### src/iq_pkg.sv
package iq_pkg;

	// ==============================
	// queue geometry
	// ==============================

	// number of entries in the circular instruction queue
	localparam int QENTRIES = 8;

	// the commit unit retires at most this many of the oldest entries at once
	localparam int QSLOTS = 3;

	// width of an index into the queue
	localparam int QBITS = $clog2(QENTRIES);

	// sequence numbers run from 1 up to QENTRIES, so one more bit than an index
	localparam int SNBITS = $clog2(QENTRIES + 1);

	// a retire count goes from 0 to QSLOTS
	localparam int AMTBITS = $clog2(QSLOTS + 1);

	// ==============================
	// payload and bus widths
	// ==============================

	// one instruction word as it arrives on the dispatch bus
	localparam int PAYLOAD_W = 32;

	// a retire slot carries the payload above its sequence number
	// so the sequence number sits in the low SNBITS bits of the slot
	localparam int SLOT_W = PAYLOAD_W + SNBITS;

	// the retire bus packs all slots side by side, slot 0 in the lowest bits
	localparam int RETIRE_W = QSLOTS * SLOT_W;

endpackage

### src/seqnum.sv
`timescale 1ns/10ps

module seqnum import iq_pkg::*;
(
	input  logic                clk,
	input  logic                rst,
	input  logic [QBITS-1:0]    heads [QENTRIES],
	input  logic [AMTBITS-1:0]  retire_amt,
	input  logic [QENTRIES-1:0] iq_v,
	input  logic [SNBITS-1:0]   iq_sn [QENTRIES],
	output logic [SNBITS-1:0]   maxsn,
	output logic [SNBITS-1:0]   tosub
);

	// largest sequence number among the valid entries, before renormalization
	logic [SNBITS-1:0] top_sn;

	// walk the oldest heads that are being retired this cycle
	// the last valid one among them sets the amount every survivor drops by
	// with nothing retiring the amount stays zero
	always_comb
	begin
		tosub = '0;
		for (int j = 0; j < QSLOTS; j++)
		begin
			if (j < retire_amt && iq_v[heads[j]])
				tosub = iq_sn[heads[j]];
		end
	end

	// plain search over every entry for the highest valid number
	// a comparator chain, but the queue is only eight deep
	always_comb
	begin
		top_sn = '0;
		for (int n = 0; n < QENTRIES; n++)
		begin
			if (iq_v[n] && iq_sn[n] > top_sn)
				top_sn = iq_sn[n];
		end
	end

	// report the maximum as it will look after this cycle's subtraction
	// so a new entry written in the same cycle lands right above it
	assign maxsn = top_sn - tosub;

endmodule

### src/iq_dispatch.sv
`timescale 1ns/10ps

module iq_dispatch import iq_pkg::*;
(
	input  logic                 clk,
	input  logic                 rst,
	input  logic                 disp_cyc,
	input  logic                 disp_stb,
	input  logic                 disp_we,
	input  logic [PAYLOAD_W-1:0] disp_dat,
	output logic                 disp_ack,
	input  logic                 full,
	output logic                 enq,
	output logic [PAYLOAD_W-1:0] enq_dat
);

	// a write strobe that has not yet been placed in the queue
	logic req;

	// set once the current strobe has been enqueued, held until stb drops
	logic taken;

	// ==============================
	// request decode
	// ==============================

	// a Wishbone write is pending while cyc, stb and we are all up
	// and this strobe has not already produced an entry
	assign req = disp_cyc && disp_stb && disp_we && !taken;

	// the queue takes the word on the next edge, but only if there is room
	// while full stays high the request just waits here with ack withheld
	assign enq = req && !full;

	// the master holds its data stable until ack, so it goes straight across
	assign enq_dat = disp_dat;

	// ==============================
	// handshake registers
	// ==============================

	always_ff @(posedge clk)
	begin
		if (rst)
		begin
			disp_ack <= 1'b0;
			taken <= 1'b0;
		end
		else
		begin
			// ack rises on the same edge that writes the entry
			// it lasts one cycle since taken blocks a second enqueue
			disp_ack <= enq;

			// remember that this strobe is done, the master keeps stb up
			// through the ack cycle and only drops it after seeing ack
			if (enq)
				taken <= 1'b1;
			else if (!disp_stb)
				taken <= 1'b0;
		end
	end

endmodule

### src/iq_queue.sv
`timescale 1ns/10ps

module iq_queue import iq_pkg::*;
(
	input  logic                 clk,
	input  logic                 rst,
	input  logic                 enq,
	input  logic [PAYLOAD_W-1:0] enq_dat,
	input  logic [AMTBITS-1:0]   retire_amt,
	output logic                 full,
	output logic [QSLOTS-1:0]    head_v,
	output logic [RETIRE_W-1:0]  head_dat,
	output logic [SNBITS-1:0]    maxsn
);

	// ==============================
	// queue storage
	// ==============================

	// one valid bit per entry, the live entries always form one run from head
	logic [QENTRIES-1:0]  iq_v;

	// sequence number of each entry, the oldest live one always holds 1
	logic [SNBITS-1:0]    iq_sn [QENTRIES];

	// instruction word of each entry
	logic [PAYLOAD_W-1:0] iq_dat [QENTRIES];

	// head points at the oldest entry, tail at the next free slot
	logic [QBITS-1:0]     head;
	logic [QBITS-1:0]     tail;

	// entry indices in age order, heads[0] is the oldest
	logic [QBITS-1:0]     heads [QENTRIES];

	// renormalization amount for this cycle, from seqnum
	logic [SNBITS-1:0]    tosub;

	// index arithmetic wraps on its own because the depth is a power of two
	always_comb
	begin
		for (int i = 0; i < QENTRIES; i++)
			heads[i] = head + QBITS'(i);
	end

	seqnum u_seqnum
	(
		.clk        (clk),
		.rst        (rst),
		.heads      (heads),
		.retire_amt (retire_amt),
		.iq_v       (iq_v),
		.iq_sn      (iq_sn),
		.maxsn      (maxsn),
		.tosub      (tosub)
	);

	// the slot under tail is still busy only when the ring has wrapped onto head
	assign full = iq_v[tail];

	// ==============================
	// head window for the commit unit
	// ==============================

	// present the oldest QSLOTS entries, each slot as payload over sequence number
	// valid bits come out contiguous from slot 0 since live entries never have holes
	always_comb
	begin
		for (int k = 0; k < QSLOTS; k++)
		begin
			head_v[k] = iq_v[heads[k]];
			head_dat[k*SLOT_W +: SLOT_W] = {iq_dat[heads[k]], iq_sn[heads[k]]};
		end
	end

	// ==============================
	// pointer and valid update
	// ==============================

	always_ff @(posedge clk)
	begin
		if (rst)
		begin
			iq_v <= '0;
			head <= '0;
			tail <= '0;
		end
		else
		begin
			// free the retired heads, retire_amt is zero outside the ack cycle
			for (int i = 0; i < QSLOTS; i++)
			begin
				if (i < retire_amt)
					iq_v[heads[i]] <= 1'b0;
			end
			head <= head + QBITS'(retire_amt);

			// enq only comes while the tail slot is free
			// so it never collides with an entry freed above
			if (enq)
			begin
				iq_v[tail] <= 1'b1;
				tail <= tail + 1'b1;
			end
		end
	end

	// ==============================
	// sequence numbers and payloads
	// ==============================

	always_ff @(posedge clk)
	begin
		// lower every live entry by the number of the youngest retired head
		// retired entries go invalid on this edge so their values no longer matter
		for (int n = 0; n < QENTRIES; n++)
		begin
			if (iq_v[n])
				iq_sn[n] <= iq_sn[n] - tosub;
		end

		// maxsn already has tosub taken off, so one above it is the new youngest
		if (enq)
		begin
			iq_sn[tail] <= maxsn + 1'b1;
			iq_dat[tail] <= enq_dat;
		end
	end

endmodule

### src/iq_commit.sv
`timescale 1ns/10ps

module iq_commit import iq_pkg::*;
(
	input  logic                clk,
	input  logic                rst,
	input  logic [QSLOTS-1:0]   head_v,
	input  logic [RETIRE_W-1:0] head_dat,
	input  logic                ret_ack,
	output logic                ret_cyc,
	output logic                ret_stb,
	output logic                ret_we,
	output logic [QSLOTS-1:0]   ret_sel,
	output logic [RETIRE_W-1:0] ret_dat,
	output logic [AMTBITS-1:0]  retire_amt
);

	// idle waits for a valid head, write holds one group on the bus until ack
	typedef enum logic {st_idle, st_write} state_t;

	state_t state;

	// number of valid slots in the head window right now
	logic [AMTBITS-1:0]  grp_cnt;

	// number of slots in the group currently on the bus
	logic [AMTBITS-1:0]  sel_cnt;

	// head window with the empty slots cleared
	logic [RETIRE_W-1:0] grp_dat;

	// ==============================
	// group build
	// ==============================

	// count the valid heads and blank out the slots that hold nothing
	// an empty slot may carry stale contents from an old entry
	always_comb
	begin
		grp_cnt = '0;
		for (int k = 0; k < QSLOTS; k++)
		begin
			if (head_v[k])
				grp_cnt = grp_cnt + 1'b1;
			grp_dat[k*SLOT_W +: SLOT_W] = head_v[k] ? head_dat[k*SLOT_W +: SLOT_W]
				: {SLOT_W{1'b0}};
		end
	end

	// the queue frees entries only in the ack cycle
	assign retire_amt = (state == st_write && ret_ack) ? sel_cnt : '0;

	// ==============================
	// bus master FSM
	// ==============================

	always_ff @(posedge clk)
	begin
		if (rst)
		begin
			state <= st_idle;
			ret_cyc <= 1'b0;
			ret_stb <= 1'b0;
			ret_we <= 1'b0;
			ret_sel <= '0;
		end
		else
		begin
			case (state)
				st_idle:
				begin
					// start a write as soon as the oldest entry is valid
					// the queue updated on the ack edge, so the idle cycle after a
					// group always sees the fresh head window
					if (head_v[0])
					begin
						state <= st_write;
						ret_cyc <= 1'b1;
						ret_stb <= 1'b1;
						ret_we <= 1'b1;
						ret_sel <= head_v;
					end
				end
				st_write:
				begin
					// a stalled sink just leaves the group sitting here
					if (ret_ack)
					begin
						state <= st_idle;
						ret_cyc <= 1'b0;
						ret_stb <= 1'b0;
						ret_we <= 1'b0;
						ret_sel <= '0;
					end
				end
				default:
					state <= st_idle;
			endcase
		end
	end

	// group contents are captured at the launch edge and stay put until ack
	always_ff @(posedge clk)
	begin
		if (state == st_idle && head_v[0])
		begin
			ret_dat <= grp_dat;
			sel_cnt <= grp_cnt;
		end
	end

endmodule

### src/iq_top.sv
`timescale 1ns/10ps

module iq_top import iq_pkg::*;
(
	input  logic                 clk,
	input  logic                 rst,
	// dispatch bus, Wishbone classic slave
	input  logic                 disp_cyc,
	input  logic                 disp_stb,
	input  logic                 disp_we,
	input  logic [PAYLOAD_W-1:0] disp_dat,
	output logic                 disp_ack,
	// retire bus, Wishbone classic master
	output logic                 ret_cyc,
	output logic                 ret_stb,
	output logic                 ret_we,
	output logic [QSLOTS-1:0]    ret_sel,
	output logic [RETIRE_W-1:0]  ret_dat,
	input  logic                 ret_ack,
	// highest live sequence number, equal to the queue occupancy
	output logic [SNBITS-1:0]    maxsn
);

	// ==============================
	// internal links
	// ==============================

	// dispatch to queue
	logic                 enq;
	logic [PAYLOAD_W-1:0] enq_dat;
	logic                 full;

	// queue to commit and back
	logic [QSLOTS-1:0]    head_v;
	logic [RETIRE_W-1:0]  head_dat;
	logic [AMTBITS-1:0]   retire_amt;

	iq_dispatch u_dispatch
	(
		.clk      (clk),
		.rst      (rst),
		.disp_cyc (disp_cyc),
		.disp_stb (disp_stb),
		.disp_we  (disp_we),
		.disp_dat (disp_dat),
		.disp_ack (disp_ack),
		.full     (full),
		.enq      (enq),
		.enq_dat  (enq_dat)
	);

	iq_queue u_queue
	(
		.clk        (clk),
		.rst        (rst),
		.enq        (enq),
		.enq_dat    (enq_dat),
		.retire_amt (retire_amt),
		.full       (full),
		.head_v     (head_v),
		.head_dat   (head_dat),
		.maxsn      (maxsn)
	);

	iq_commit u_commit
	(
		.clk        (clk),
		.rst        (rst),
		.head_v     (head_v),
		.head_dat   (head_dat),
		.ret_ack    (ret_ack),
		.ret_cyc    (ret_cyc),
		.ret_stb    (ret_stb),
		.ret_we     (ret_we),
		.ret_sel    (ret_sel),
		.ret_dat    (ret_dat),
		.retire_amt (retire_amt)
	);

endmodule

### config.mk
export PLATFORM = sky130hd
export DESIGN_NAME = iq_top
export DESIGN_NICKNAME = d
export VERILOG_FILES = /design/src/iq_pkg.sv /design/src/seqnum.sv /design/src/iq_dispatch.sv /design/src/iq_queue.sv /design/src/iq_commit.sv /design/src/iq_top.sv
export SDC_FILE = /design/constraint.sdc
export NUM_CORES = 1
export LEC_CHECK = 0
export BUFFER_PORTS_ARGS = -buffer_cell sky130_fd_sc_hd__buf_2
export CAP_MARGIN = 30
export CORE_ASPECT_RATIO = 0.7
export CORE_MARGIN = 5
export CORE_UTILIZATION = 50
export DETAILED_ROUTE_END_ITERATION = 8
export PLACE_DENSITY = 0.71
export SLEW_MARGIN = 20
export SYNTH_ARGS = -nofsm -noshare
export SYNTH_HDL_FRONTEND = slang
export SYNTH_SLANG_ARGS = --single-unit
### constraint.sdc
create_clock -name clk -period 14 [get_ports clk]
set_input_delay 3.5 -clock clk [delete_from_list [all_inputs] [get_ports clk]]
set_output_delay 3.5 -clock clk [all_outputs]
set_load 0.02 [all_outputs]
# Yosys cells after proc, flatten, opt, wreduce, memory -nomap -nowiden
# Memories as Yosys holds them, arrays and structs flattened. A register that Yosys moved wholly into a read port is not among the register bits.
# Index checks and enable logic that the tools add are counted.
# Widths: inputs -> output; s select.
[classes]
n_lt_le_gt_ge = 24
multipliers = 0
n_shift = 0
n_div = 0
n_reduce_logical = 28
n_mux = 72
bitwise = 12
n_addsub = 16
n_eq_ne = 3
[ops]
columns = ["op", "n"]
rows = [
  ["$mux 4", 26],
  ["$mux 8", 7],
  ["$bmux 4 s3", 3],
  ["$sub 4x4->4", 9],
  ["$bwmux 32", 1],
  ["$mux 32", 1],
  ["$gt 4x4->1", 7],
  ["$and 8x8->8", 3],
  ["$not 8->8", 3],
  ["$logic_and 1x1->1", 22],
  ["$mux 1", 17],
  ["$ge 4x4->1 const B", 4],
  ["$lt 3x4->1 const B", 4],
  ["$not 3->4", 4],
  ["$bmux 1 s3", 4],
  ["$demux 1 s3", 4],
  ["$demux 4 s3", 1],
  ["$ge 3x1->1 const B", 4],
  ["$or 8x8->8", 1],
  ["$add 3x1->3 const B", 2],
  ["$mux 2", 3],
  ["$mux 3", 2],
  ["$pmux 3 s2", 1],
  ["$logic_not 1->1", 5],
  ["other kinds (14)", 17],
]
[totals]
latch_bits = 0
mem_bits_rw = 256
input_bits = 38
regBits = 163
romBits = 0
output_inout_bits = 119
mem_count = 1
[memory_table]
columns = ["memory", "depth", "word_bits", "rd", "rd_clocked_by_memory_dff", "write_ports", "line", "source"]
rows = [
  ["u_queue.iq_dat", 8, 32, 3, 3, 1, "iq_queue.sv:27", "logic [PAYLOAD_W-1:0] iq_dat [QENTRIES];"],
]

# Depth between registers and ports, before layout
# Gate-level depths: netlist of run 1.
[depth]
word_depth = 28
ltp_mapped = 64

# Cells and area by module
# A second synthesis of run 1 with hierarchy kept.
[hier_totals]
hier_cells = 1682
hier_area_um2 = 23916.7
[modules_own_cells]
columns = ["module", "cells_per_inst", "area_each_um2", "n_inst"]
rows = [
  ["iq_queue", 1081, 16628.4, 1],
  ["iq_commit", 257, 4302.9, 1],
  ["seqnum", 304, 2647.5, 1],
  ["iq_dispatch", 40, 337.8, 1],
]

# Least setup slack after synthesis of run 1
# Ideal clock, no wire load.
[synth_timing]
kind = "register to output"
start = "reg u_queue.iq_v[0]"
end = "out maxsn[3]"
path_slack_ps = -362
path_stages_with_launch = 59
path_buffers = 1
arrival_time_ps = 10862
required_ps = 10500
cell_sequence = "dfxtp_1 -> clkbuf_1 -> nand2_1 -> ha_1 -> nand4_1 -> nand2_1 -> a21oi_1 -> mux2_2 -> ha_1 -> inv_1 -> a2111o_1 -> o211ai_1 -> nand2_1 -> maj3_1 -> a21oi_1 -> nor3b_1 -> mux2i_1 -> inv_1 -> [... 23 more ...] -> ha_1 -> nand3_1 -> nor2_1 -> mux2i_1 -> o211ai_1 -> o211a_1 -> or2_2 -> ha_1 -> nand4_1 -> nand2_1 -> nor2_1 -> nor2_1 -> a21o_1 -> ha_1 -> a21o_1 -> a21oi_1 -> xnor2_1 -> xor2_1"
[synth_between]
elab_chain_cells = 24
word_cells_on_any_way = 36
cone_classes = "1 x add/sub; 7 x order compare; 17 x mux; 11 x reduce/logical"
[synth_lines]
columns = ["item", "line", "source"]
rows = [
  ["from (decl)", "iq_queue.sv:21", "logic [QENTRIES-1:0] iq_v;"],
  ["from (signal assigned)", "iq_queue.sv:84", "iq_v <= '0;"],
  ["from (signal, indexed assignment)", "iq_queue.sv:94", "iq_v[heads[i]] <= 1'b0;"],
  ["from (signal, indexed assignment)", "iq_queue.sv:102", "iq_v[tail] <= 1'b1;"],
  ["$logic_and 1x1->1", "seqnum.sv:38", "if (iq_v[n] && iq_sn[n] > top_sn)"],
  ["$mux 4", "seqnum.sv:38", ""],
  ["$gt 4x4->1", "seqnum.sv:38", ""],
  ["$logic_and 1x1->1", "seqnum.sv:38", ""],
  ["$mux 4", "seqnum.sv:38", ""],
  ["$gt 4x4->1", "seqnum.sv:38", ""],
  ["$logic_and 1x1->1", "seqnum.sv:38", ""],
  ["$mux 4", "seqnum.sv:38", ""],
  ["[... 8 more ...]", "n/a", ""],
  ["$mux 4", "seqnum.sv:38", ""],
  ["$gt 4x4->1", "seqnum.sv:38", ""],
  ["$logic_and 1x1->1", "seqnum.sv:38", ""],
  ["$mux 4", "seqnum.sv:38", ""],
  ["$gt 4x4->1", "seqnum.sv:38", ""],
  ["$logic_and 1x1->1", "seqnum.sv:38", ""],
  ["$mux 4", "seqnum.sv:38", ""],
  ["$sub 4x4->4 *", "seqnum.sv:45", "assign maxsn = top_sn - tosub;"],
  ["to (decl)", "iq_top.sv:21", "output logic [SNBITS-1:0] maxsn"],
]
# Every way passes the cells marked *; elsewhere a longest branch is shown, timed or not. The select of a mux whose other input is x is not followed.

# Final worst setup path of run 1
[layout_timing]
start = "reg u_queue.iq_v[0]"
end = "out maxsn[1]"
# The elaborated chain is that of the path after synthesis.

==> results by group, run 1 <==
Pwr
  • Total power: 2.854 mW
  • Max VDD drop: 0.08442 mV
  • P per Cell Area: 107.2 mW/mm^2
  • Static leakage power: 9.006 nW

Timing
  • Final setup viols: 3
  • FMAX: 69.24 MHz
  • Post-Route Skew: 23.31 ps
  • Final count of hold timing violations: 0
  • Worst Tran Pin Value: 1046 ps
  • Worst Setup Slack, final: -443.0 ps
  • RSZ-0062 raised after global routing: true
  • Max-slew violations: 0
  • Rel. slew slack: 0.3024
  • Tcrit/Tclk final: 1.032
  • Hold Slack: 458.4 ps
  • Tmin final: 14,440 ps

Outcome
  • Status: finished with violations
  • Failing checks: negative setup slack

Floorplan
  • Row cnt: 65
  • Boundary Pins: 157
  • Core outline area: 0.04506 mm^2
  • Initial Util: 0.5058
  • Die span in x: 265.2 um
  • Die ar.: 0.05002 mm^2
  • Die height: 188.6 um

CTS
  • CTS buffer count: 43
  • Clock Root Buffer: clkbuf_16
  • CTS tree: done
  • Clock-pin slew on the worst setup and hold paths: 60 ps
  • Clock Sinks: 418
  • H-tree depth: 2
  • Clock Latency Late Sink: 560 ps
  • Clock Tree Buf Depth: 3

Setup path
  • Crit. End Element: output pin
  • CP Data Arrival Time: 10,940 ps
  • Crit path capture: maxsn[1]
  • CP max FO: 6
  • Flop-to-flop setup slack: 2500 ps
  • Setup crit start: u_queue.iq_v[0]$_SDFF_PP0_
  • Worst EP required: 10,500 ps
  • Max incr delay on CP: 560 ps
  • Kind of critical path: reg -> out
  • RR Startpoint: u_queue.iq_v[0]$_SDFF_PP0_
  • Crit-path slowest cell: fa_2
  • RR Endpoint: u_queue.iq_sn[29]$_DFF_P_
  • Startpoint Class: flop
  • Most common cell on crit path: ha_4
  • Path depth of the worst reg2reg path: 61

Yosys
  • Top FF cell, synth: edfxtp_1
  • Post-synth net total: 1,875
  • Area of the mapped netlist: 0.02279 mm^2
  • Number of flops mapped to enable cells by yosys: 366
  • Ys async rst share: 0
  • Cell variety after synth: 74
  • Seq cells post-synth: 418
  • Sequential cell area fraction in the yosys report: 0.5279
  • Mapped Cells: 1,771
  • YS warnings: 0
  • Avg Cell Area, Syn: 12.87 um^2

Global routing
  • Largest net degree at the start of global routing: 75
  • GRT Util Overall: 0.2445
  • Initial antenna violation count: 6
  • First-pass GRT wire length: 95,250 um
  • Vias in the first global route: 16,136
  • Global route overflow: 0

Detailed routing
  • DRT antenna net count: 0
  • DR WL/cell: 24.29 um
  • DRT iter0 DRCs: 1,641
  • Remaining DRCs: 0
  • DR pass1 iterations: 5
  • Vias: 16,340
  • WL final: 63,090 um
  • Via/cell ratio: 6.292

Place
  • GP Congestion: 0.9408
  • Port Buffers: 156
  • Hpwl dp: 38,210 um

Final layout
  • Final Util: 0.5910
  • Share of cells above drive strength 1: 0.2848
  • Area growth syn-to-layout: 16.84%
  • Nets: 2,061

Job
  • Max cap viols: 0

Hold path
  • Hold Crit Class: reg -> reg
kinds of logic after synthesis:
logic type	share of synthesized area
AO/OA/AOI/OAI	0.09081
buffers and inverters	0.03009
flip-flops	0.5279
AND/OR/NAND/NOR	0.07308
XOR/XNOR	0.01620
adder cells (fa/ha/maj)	0.03997
multiplexers	0.2219
metal layers:
metal  global-route usage  share of wire  wire, um  vias up
met5                    0        0.00057        36        -
met1               0.3389           0.40     25340     8210
met4              0.07858          0.026      1656        6
li1                     -              -         -     7155
met3              0.05339          0.099      6247      136
met2               0.3899           0.47     29810      833
cell type report:
cell class / count / area [um^2]
Antenna cell: 3 / 7.507
Clock buffer: 49 / 1099
Clock inverter: 30 / 301.5
Fill cell: 3527 / 18430
Inverter: 58 / 220.2
Multi-Input combinational cell: 1174 / 10560
Sequential cell: 418 / 12050
Tap cell: 603 / 754.5
Timing Repair Buffer: 262 / 1634
power by group:
part / switching [mW] / internal, mW
Sequential: 0.0185 / 1.38
Combinational: 0.185 / 0.137
Clock: 0.472 / 0.660
Total: 0.676 / 2.18
synth_stat cells, types with 3 or more instances:
| cell | n | area share |
|---|---|---|
| a2111o_1 | 3 | 0.0015 |
| a211oi_1 | 12 | 0.0040 |
| a21o_1 | 16 | 0.0053 |
| a21oi_1 | 124 | 0.027 |
| a221o_1 | 3 | 0.0013 |
| a22oi_1 | 7 | 0.0023 |
| a31oi_1 | 4 | 0.0011 |
| a32oi_1 | 3 | 0.0012 |
| and2_1 | 4 | 0.0011 |
| buf_1 | 42 | 0.0069 |
| buf_4 | 3 | 0.00099 |
| clkbuf_1 | 74 | 0.012 |
| dfxtp_1 | 52 | 0.046 |
| edfxtp_1 | 366 | 0.48 |
| fa_1 | 10 | 0.0088 |
| ha_1 | 56 | 0.031 |
| inv_1 | 55 | 0.0091 |
| mux2_2 | 14 | 0.0069 |
| mux2i_1 | 179 | 0.079 |
| mux4_2 | 138 | 0.14 |
| nand2_1 | 205 | 0.034 |
| nand2b_1 | 7 | 0.0019 |
| nand3_1 | 20 | 0.0044 |
| nand4_1 | 3 | 0.00082 |
| nor2_1 | 136 | 0.022 |
| nor2b_1 | 5 | 0.0014 |
| nor3_1 | 4 | 0.00088 |
| o211ai_1 | 8 | 0.0026 |
| o21ai_0 | 41 | 0.0090 |
| o22ai_1 | 74 | 0.020 |
| o31ai_1 | 4 | 0.0013 |
| or2_2 | 4 | 0.0011 |
| or3_1 | 7 | 0.0019 |
| xnor2_1 | 25 | 0.0096 |
| xor2_1 | 14 | 0.0054 |
through the flow:
stage	std cells	setup slack [ps]	instance area (um^2)	setup TNS [ps]
finish	2597	-443.0	26630	-1304
CTS	2584	-132.8	26380	-193.2
global route	2597	-969.0	26630	-3310
detailed placement	2487	-413.4	24560	-1004
global placement	2486	-93.38	24540	-94.49
floorplan	1771	17.79	22820	0
placed cells by master (no fill, tap or decap), types with 16 or more instances in the layout:
cell type	instances
clkbuf_16	43
edfxtp_1	366
ha_1	41
o21ai_0	37
inv_1	51
a21oi_1	116
nor2_1	125
buf_2	152
o22ai_1	74
xnor2_1	23
buf_4	104
nand3_1	18
dfxtp_1	45
a21o_1	16
mux2i_1	176
mux4_2	138
nand2_1	201
critical path: cells and delay by family, from the launching register on:
family	cells	cell delay [ps]
adder cells (fa/ha/maj)	10	2830
buffers and inverters	9	840
flip-flops	1	390
AND/OR/NAND/NOR	14	1750
AO/OA/AOI/OAI	18	2990
multiplexers	7	1580
repair_timing:
action,CTS,global route
gates cloned,0,0
resized for setup,59,30
pin swaps,41,34
hold buffers,0,0
setup buffers,18,9
endpoints found under the setup margin,4,4
flip-flops by register name, summed over array words and instances (netlist names):
name	flops
u_queue.iq_dat	256
u_commit.ret_dat	108
u_queue.iq_sn	32
u_queue.iq_v	8
u_commit.ret_sel	3
u_queue.head	3
u_queue.tail	3
u_commit.sel_cnt	2
u_commit.state	1
u_dispatch.disp_ack	1
u_dispatch.taken	1
worst min path at each step:
| stage | start | to | slack, ps | cells past startpoint |
|---|---|---|---|---|
| detailed placement | u_dispatch.taken$_SDFFE_PP0P_ | u_dispatch.taken$_SDFFE_PP0P_ | 450 | 2 |
| global route | u_dispatch.taken$_SDFFE_PP0P_ | u_dispatch.taken$_SDFFE_PP0P_ | 480 | 2 |
| CTS | u_dispatch.taken$_SDFFE_PP0P_ | u_dispatch.taken$_SDFFE_PP0P_ | 460 | 2 |
| global placement | u_dispatch.taken$_SDFFE_PP0P_ | u_dispatch.taken$_SDFFE_PP0P_ | 440 | 2 |
| floorplan | u_dispatch.taken$_SDFFE_PP0P_ | u_dispatch.taken$_SDFFE_PP0P_ | 430 | 2 |
| finish | u_dispatch.taken$_SDFFE_PP0P_ | u_dispatch.taken$_SDFFE_PP0P_ | 460 | 2 |
Power figures use the tool's default switching activity.
==> run 2: changes to the inputs <==
--- a/config.mk
+++ b/config.mk
@@ -11,8 +11,9 @@
 export CORE_MARGIN = 5
 export CORE_UTILIZATION = 50
 export DETAILED_ROUTE_END_ITERATION = 8
-export PLACE_DENSITY = 0.71
+export PLACE_DENSITY = 0.7
 export SLEW_MARGIN = 20
 export SYNTH_ARGS = -nofsm -noshare
 export SYNTH_HDL_FRONTEND = slang
+export SYNTH_HIERARCHICAL = 1
 export SYNTH_SLANG_ARGS = --single-unit
==> results by group, run 2 <==
Timing
  • Post-Route Skew: 17.34 ps (-5.972 ps)
  • FMAX: 67.47 MHz (-2.6%)
  • Max-slew violations: 0 (unchanged)
  • Final setup viols: 4 (+1)
  • Worst Setup Slack, final: -822.4 ps (-379.4 ps)
  • Worst Tran Pin Value: 984.0 ps (-62.51 ps)
  • Final count of hold timing violations: 0 (unchanged)
  • RSZ-0062 raised after global routing: true
  • Rel. slew slack: 0.3440 (+0.04168)
  • Tcrit/Tclk final: 1.059 (+0.02710)
  • Tmin final: 14,820 ps (+379.4 ps)

CTS
  • Clock Latency Late Sink: 550 ps (about the same)
  • Clock Tree Buf Depth: 3 (unchanged)
  • Clock Sinks: 418 (unchanged)
  • CTS tree: done
  • CTS buffer count: 41 (-4.7%)
  • Clock Root Buffer: clkbuf_16
  • H-tree depth: 2 (unchanged)
  • Clock-pin slew on the worst setup and hold paths: 70 ps (about the same)

Yosys
  • YS warnings: 6 (+6)
  • Area of the mapped netlist: 0.02390 mm^2 (+4.9%)
  • Avg Cell Area, Syn: 14.23 um^2 (+11%)
  • Mapped Cells: 1,680 (-5.1%)
  • Post-synth net total: 1,786 (-4.7%)

Floorplan
  • Core outline area: 0.04762 mm^2 (+5.7%)
  • Die span in x: 271.3 um (+2.3%)
  • Row cnt: 67 (+3.1%)
  • Boundary Pins: 157 (unchanged)
  • Die height: 192.9 um (+2.3%)
  • Initial Util: 0.5020 (-0.003781)
  • Die ar.: 0.05235 mm^2 (+4.7%)

Global routing
  • GRT Util Overall: 0.2350 (-0.009526)
  • Largest net degree at the start of global routing: 64 (-15%)
  • Vias in the first global route: 15,592 (-3.4%)
  • First-pass GRT wire length: 94,760 um (-0.51%)
  • Global route overflow: 0 (unchanged)
  • Initial antenna violation count: 9 (+3)

Final layout
  • Max reg flops: 256 (unchanged)
  • Largest regs: u_queue/iq_dat (256), u_commit/ret_dat (108), u_queue/iq_sn (32)
  • Largest Register: u_queue/iq_dat
  • Share of cells above drive strength 1: 0.3868 (+0.1020)
  • Final Util: 0.5814 (-0.009542)
  • Area growth syn-to-layout: 15.82%
  • Most frequent cells in the layout: edfxtp_1, mux4_2, nand2_1, buf_2, and2_1
  • Final Cell Area: 0.02769 mm^2 (+4.0%)
  • Commonest non-fill, non-tap cell in the layout: edfxtp_1
  • Nets: 1,964 (-4.7%)
  • Post-route non-filler standard cell count: 2,513 (-3.2%)

Detailed routing
  • DRT iter0 DRCs: 1,609 (-2.0%)
  • DR pass1 iterations: 5 (unchanged)
  • Remaining DRCs: 0 (unchanged)
  • WL final: 62,350 um (-1.2%)
  • Vias: 15,612 (-4.5%)
  • DR WL/cell: 24.81 um (+2.1%)
  • DRT antenna net count: 0 (unchanged)
  • Via/cell ratio: 6.212 (-1.3%)

Outcome
  • Status: finished with violations
  • Failing checks: negative setup slack

Place
  • GP Congestion: 0.8805 (-6.4%)
  • Hpwl dp: 38,650 um (+1.1%)
  • Placed cell count: 2,409 (-3.1%)
  • Post-place instance area: 0.02558 mm^2 (+4.1%)
  • Dpl ws: -419.8 ps (-6.365 ps)
  • Port Buffers: 156 (unchanged)

Pwr
  • Max VDD drop: 0.1184 mV (+40%)
  • Total power: 2.895 mW (+1.4%)
  • P per Cell Area: 104.6 mW/mm^2 (-2.4%)
  • Static leakage power: 9.587 nW (+6.5%)

Setup path
  • CP Data Arrival Time: 11,320 ps (+380 ps)
  • Crit path capture: maxsn[3]
  • Crit. End Element: output pin
  • Setup crit start: u_queue/iq_v[0]$_SDFF_PP0_
  • Worst EP required: 10,500 ps (about the same)
  • Startpoint Class: flop
  • Max incr delay on CP: 410 ps (-150 ps)
  • Most common cell on crit path: ha_4
  • Path depth of the worst reg2reg path: 64 (+4.9%)
  • Crit-path slowest cell: dfxtp_4
  • RR Startpoint: u_queue/iq_v[0]$_SDFF_PP0_
  • Kind of critical path: reg -> out
  • Flop-to-flop setup slack: 1800 ps (-700 ps)
  • RR Endpoint: u_queue/iq_sn[26]$_DFF_P_
  • CP max FO: 7 (+1)

Job
  • Max cap viols: 0 (unchanged)

Hold path
  • Worst hold path depth: 1 (-1)
  • Hold Crit Class: reg -> reg
run 2: worst min path at each step:
stage | start | end | slack, ps
floorplan | u_dispatch/taken$_SDFFE_PP0P_ | u_dispatch/disp_ack$_SDFF_PP0_ | 440
global placement | u_dispatch/taken$_SDFFE_PP0P_ | u_dispatch/disp_ack$_SDFF_PP0_ | 440
detailed placement | u_dispatch/taken$_SDFFE_PP0P_ | u_dispatch/disp_ack$_SDFF_PP0_ | 480
CTS | u_dispatch/taken$_SDFFE_PP0P_ | u_dispatch/disp_ack$_SDFF_PP0_ | 480
global route | u_dispatch/taken$_SDFFE_PP0P_ | u_dispatch/disp_ack$_SDFF_PP0_ | 510
finish | u_dispatch/taken$_SDFFE_PP0P_ | u_dispatch/disp_ack$_SDFF_PP0_ | 480
run 2: layer usage:
metal / track usage / wire length [um]
met2: 0.3730 / 28600
met5: 0 / 87
met4: 0.05348 / 1437
met3: 0.06383 / 6123
met1: 0.3304 / 26110
run 2: what timing repair did:
| item | CTS | global route |
|---|---|---|
| pin swaps | 37 | 34 |
| setup buffers | 15 | 9 |
| resized for setup | 65 | 34 |
| hold endpoints to repair | 0 | 0 |
| hold buffers | 0 | 0 |
| setup endpoints to repair | 4 | 4 |
run 2: where the power goes:
part | switching, mW | internal, mW
Combinational | 0.213 | 0.175
Sequential | 0.0198 | 1.38
Clock | 0.470 | 0.635
run 2: cell type report:
cell class | count | area, um^2
multi-input cells | 1056 | 11470
well taps | 621 | 777.0
clock buffers | 51 | 1106
clock inverters | 24 | 220.2
inverters | 67 | 257.7
fillers | 3702 | 19930
diodes | 2 | 5.005
repair buffers | 274 | 1803
flip-flops and latches | 418 | 12050
run 2: per-stage QoR:
stage | setup TNS [ps] | hold WS [ps]
CTS | -1226 | 484.0
global placement | -7.105 | 444.6
finish | -2685 | 477.8
global route | -4140 | 511.6
floorplan | 0 | 435.9
detailed placement | -888.4 | 480.0
run 2: worst max-delay path: cells and delay by family (launching register included):
| family | cells | cell delay [ps] |
|---|---|---|
| AO/OA/AOI/OAI | 25 | 4440 |
| flip-flops | 1 | 410 |
| XOR/XNOR | 2 | 320 |
| buffers and inverters | 7 | 570 |
| adder cells (fa/ha/maj) | 8 | 2120 |
| multiplexers | 5 | 1240 |
| AND/OR/NAND/NOR | 12 | 1630 |
==> run 3: changes to the inputs <==
--- a/config.mk
+++ b/config.mk
@@ -9,9 +9,8 @@
 export CAP_MARGIN = 30
 export CORE_ASPECT_RATIO = 0.7
 export CORE_MARGIN = 5
-export CORE_UTILIZATION = 50
+export CORE_UTILIZATION = 45
 export DETAILED_ROUTE_END_ITERATION = 8
-export PLACE_DENSITY = 0.7
 export SLEW_MARGIN = 20
 export SYNTH_ARGS = -nofsm -noshare
 export SYNTH_HDL_FRONTEND = slang
==> results by group, run 3 (same netlist as run 2, synthesis figures left out) <==
Pwr
  • Total power: 2.951 mW (+2.0%)
  • P per Cell Area: 107.0 mW/mm^2 (+2.4%)
  • Switch share: 0.2422 (-0.0007973)
  • Psw: 714.9 uW (+1.6%)
  • Max VDD drop: 0.07130 mV (-40%)
  • Comb pwr share: 0.130 (-0.004)
  • Sequential share of power: 0.474 (-0.010)
  • Internal cell power: 2.236 mW (+2.1%)
  • Clock group share of total power: 0.397 (+0.015)
  • Static leakage power: 9.529 nW (-0.61%)

Setup path
  • Max incr delay on CP: 390 ps (-20 ps)
  • RR Endpoint: u_queue/iq_sn[26]$_DFF_P_
  • Flop-to-flop setup slack: 2080 ps (+280 ps)
  • Worst EP required: 10,500 ps (about the same)
  • Crit. End Element: output pin
  • CP max FO: 6 (-1)
  • Kind of critical path: reg -> out
  • Startpoint Class: flop
  • Path depth of the worst reg2reg path: 61 (-4.7%)
  • Most common cell on crit path: ha_4
  • CP Data Arrival Time: 11,300 ps (-20 ps)
  • Crit-path slowest cell: dfxtp_4
  • RR Startpoint: u_queue/iq_v[0]$_SDFF_PP0_

CTS
  • Clock Latency Late Sink: 560 ps (about the same)
  • Clock-pin slew on the worst setup and hold paths: 70 ps (about the same)
  • Hold buffer count at cts: 0 (unchanged)
  • CTS buffer count: 43 (+4.9%)
  • Clock Root Buffer: clkbuf_16
  • Clock Tree Buf Depth: 3 (unchanged)
  • H-tree depth: 2 (unchanged)
  • CTS tree: done
  • Clock Sinks: 418 (unchanged)

Final layout
  • Final Util: 0.5264 (-0.05501)
  • Post-route non-filler standard cell count: 2,571 (+2.3%)
  • Largest Register: u_queue/iq_dat
  • Largest regs: u_queue/iq_dat (256), u_commit/ret_dat (108), u_queue/iq_sn (32)
  • Nets: 1,956 (-0.41%)
  • Area growth syn-to-layout: 15.34%
  • Commonest non-fill, non-tap cell in the layout: edfxtp_1
  • Most frequent cells in the layout: edfxtp_1, mux4_2, nand2_1, buf_2, and2_1
  • Max reg flops: 256 (unchanged)
  • Share of cells above drive strength 1: 0.3800 (-0.006730)

Timing
  • Post-Route Skew: 29.23 ps (+11.89 ps)
  • RSZ-0062 raised after global routing: true
  • Final count of hold timing violations: 0 (unchanged)
  • Tmin final: 14,800 ps (-18.61 ps)
  • Tcrit/Tclk final: 1.057 (-0.001330)
  • FMAX: 67.55 MHz (+0.13%)
  • Final setup viols: 4 (unchanged)
  • Hold Slack: 446.1 ps (-31.75 ps)
  • Rel. slew slack: 0.3150 (-0.02908)
  • Worst Setup Slack, final: -803.8 ps (+18.61 ps)
  • Setup TNS: -2403 ps (+282.0 ps)
  • Max-slew violations: 0 (unchanged)
  • Worst Tran Pin Value: 1028 ps (+43.61 ps)

Global routing
  • GRT Util Overall: 0.2190 (-0.01598)
  • First-pass GRT wire length: 97,510 um (+2.9%)
  • Vias in the first global route: 15,435 (-1.0%)
  • Initial antenna violation count: 6 (-3)
  • Largest net degree at the start of global routing: 164 (+160%)
  • Global route overflow: 0 (unchanged)

Place
  • Placed cell count: 2,469 (+2.5%)
  • Port Buffers: 156 (unchanged)
  • Hpwl dp: 39,170 um (+1.3%)
  • GP Congestion: 0.8811 (about the same)

Detailed routing
  • DR WL/cell: 25.09 um (+1.1%)
  • Vias: 15,399 (-1.4%)
  • Via/cell ratio: 5.989 (-3.6%)
  • Remaining DRCs: 0 (unchanged)
  • WL final: 64,500 um (+3.4%)
  • DRT iter0 DRCs: 1,286 (-20%)
  • DR pass1 iterations: 5 (unchanged)
  • DRT antenna net count: 0 (unchanged)

Outcome
  • Status: finished with violations
  • Failing checks: negative setup slack

Floorplan
  • Row cnt: 70 (+4.5%)
  • Die height: 202.8 um (+5.1%)
  • Core outline area: 0.05238 mm^2 (+10%)
  • Initial Util: 0.4564 (-0.04562)
  • Die ar.: 0.05790 mm^2 (+11%)
  • Die span in x: 285.5 um (+5.2%)
  • Boundary Pins: 157 (unchanged)

Hold path
  • Sink of the worst hold path: u_dispatch/disp_ack$_SDFF_PP0_
  • Worst hold path depth: 1 (unchanged)
  • Min-Delay Startpoint: u_dispatch/taken$_SDFFE_PP0P_
  • Hold Crit Class: reg -> reg

Job
  • Max cap viols: 0 (unchanged)
## run 3: cell types whose count changed in the layout (fill, tap and decap cells not counted), sizes merged
cell,change
diode,+1
clkinv,-3
buf,-10
clkinvlp,-1
inv,+4
bufinv,+1
clkbuf,+3
## run 3: area by class of cell
type	count	area [um^2]
Clock inverter	25	260.3
Sequential cell	418	12050
Tap cell	684	855.8
Inverter	67	255.2
Antenna cell	3	7.507
Clock buffer	54	1160
Multi-Input combinational cell	1056	11320
Fill cell	4383	24800
Timing Repair Buffer	264	1664
## run 3: worst max-delay path, delay by kind of cell (launching register included)
family | cells | cell delay, ps
AOI/OAI and AO/OA | 25 | 4540
muxes | 5 | 1450
buffers and inverters | 6 | 520
and+or+nand+nor | 11 | 1520
xor gates and xnor gates | 2 | 330
adders and majority gates | 8 | 1940
DFF | 1 | 390
## run 3: per-layer routing
metal,wire length [um],vias to the layer above,GRT usage,part of all wire
met2,28690,602,0.3319,0.44
met1,29070,7908,0.3308,0.45
li1,-,6783,-,-
met3,5504,100,0.04658,0.085
met4,1202,6,0.04207,0.019
met5,34,-,0,0.00053
## run 3: repair_timing
action	4_1_cts	5_1_grt
hold endpoints to repair	0	0
resized for setup	47	22
pin swaps	30	28
setup endpoints to repair	4	4
buffers inserted	13	6
## run 3: worst max path at each step
| stage | slack [ps] | depth (start not counted) | from | endpoint |
|---|---|---|---|---|
| final | -800 | 57 | u_queue/iq_v[0]$_SDFF_PP0_ | maxsn[3] |
| after global routing | -1240 | 59 | u_queue/iq_v[0]$_SDFF_PP0_ | maxsn[3] |
| after CTS | -550 | 58 | u_queue/iq_v[0]$_SDFF_PP0_ | maxsn[3] |
| after detailed placement | -320 | 56 | u_queue/iq_v[0]$_SDFF_PP0_ | maxsn[3] |
| after global placement | -20 | 57 | u_queue/iq_v[0]$_SDFF_PP0_ | maxsn[3] |
| after floorplan | 10 | 59 | u_queue/iq_v[0]$_SDFF_PP0_ | maxsn[3] |
## run 3: per-stage QoR
stage	setup slack [ps]	instance area, um^2
6_report	-803.8	27570
3_3_place_gp	-22.34	25580
4_1_cts	-545.5	27390
5_1_grt	-1242	27570
3_5_place_dp	-317.6	25630
2_1_floorplan	11.92	24090
## run 3: power by group through the flow
| stage | sequential, mW | clock [mW] | combinational, mW |
|---|---|---|---|
| after floorplan | 1.44 | 0 | 0.214 |
| after global placement | 1.42 | 0 | 0.343 |
| after detailed placement | 1.42 | 0 | 0.349 |
| after CTS | 1.40 | 1.20 | 0.369 |
| after global routing | 1.40 | 1.25 | 0.412 |
| final | 1.40 | 1.17 | 0.383 |
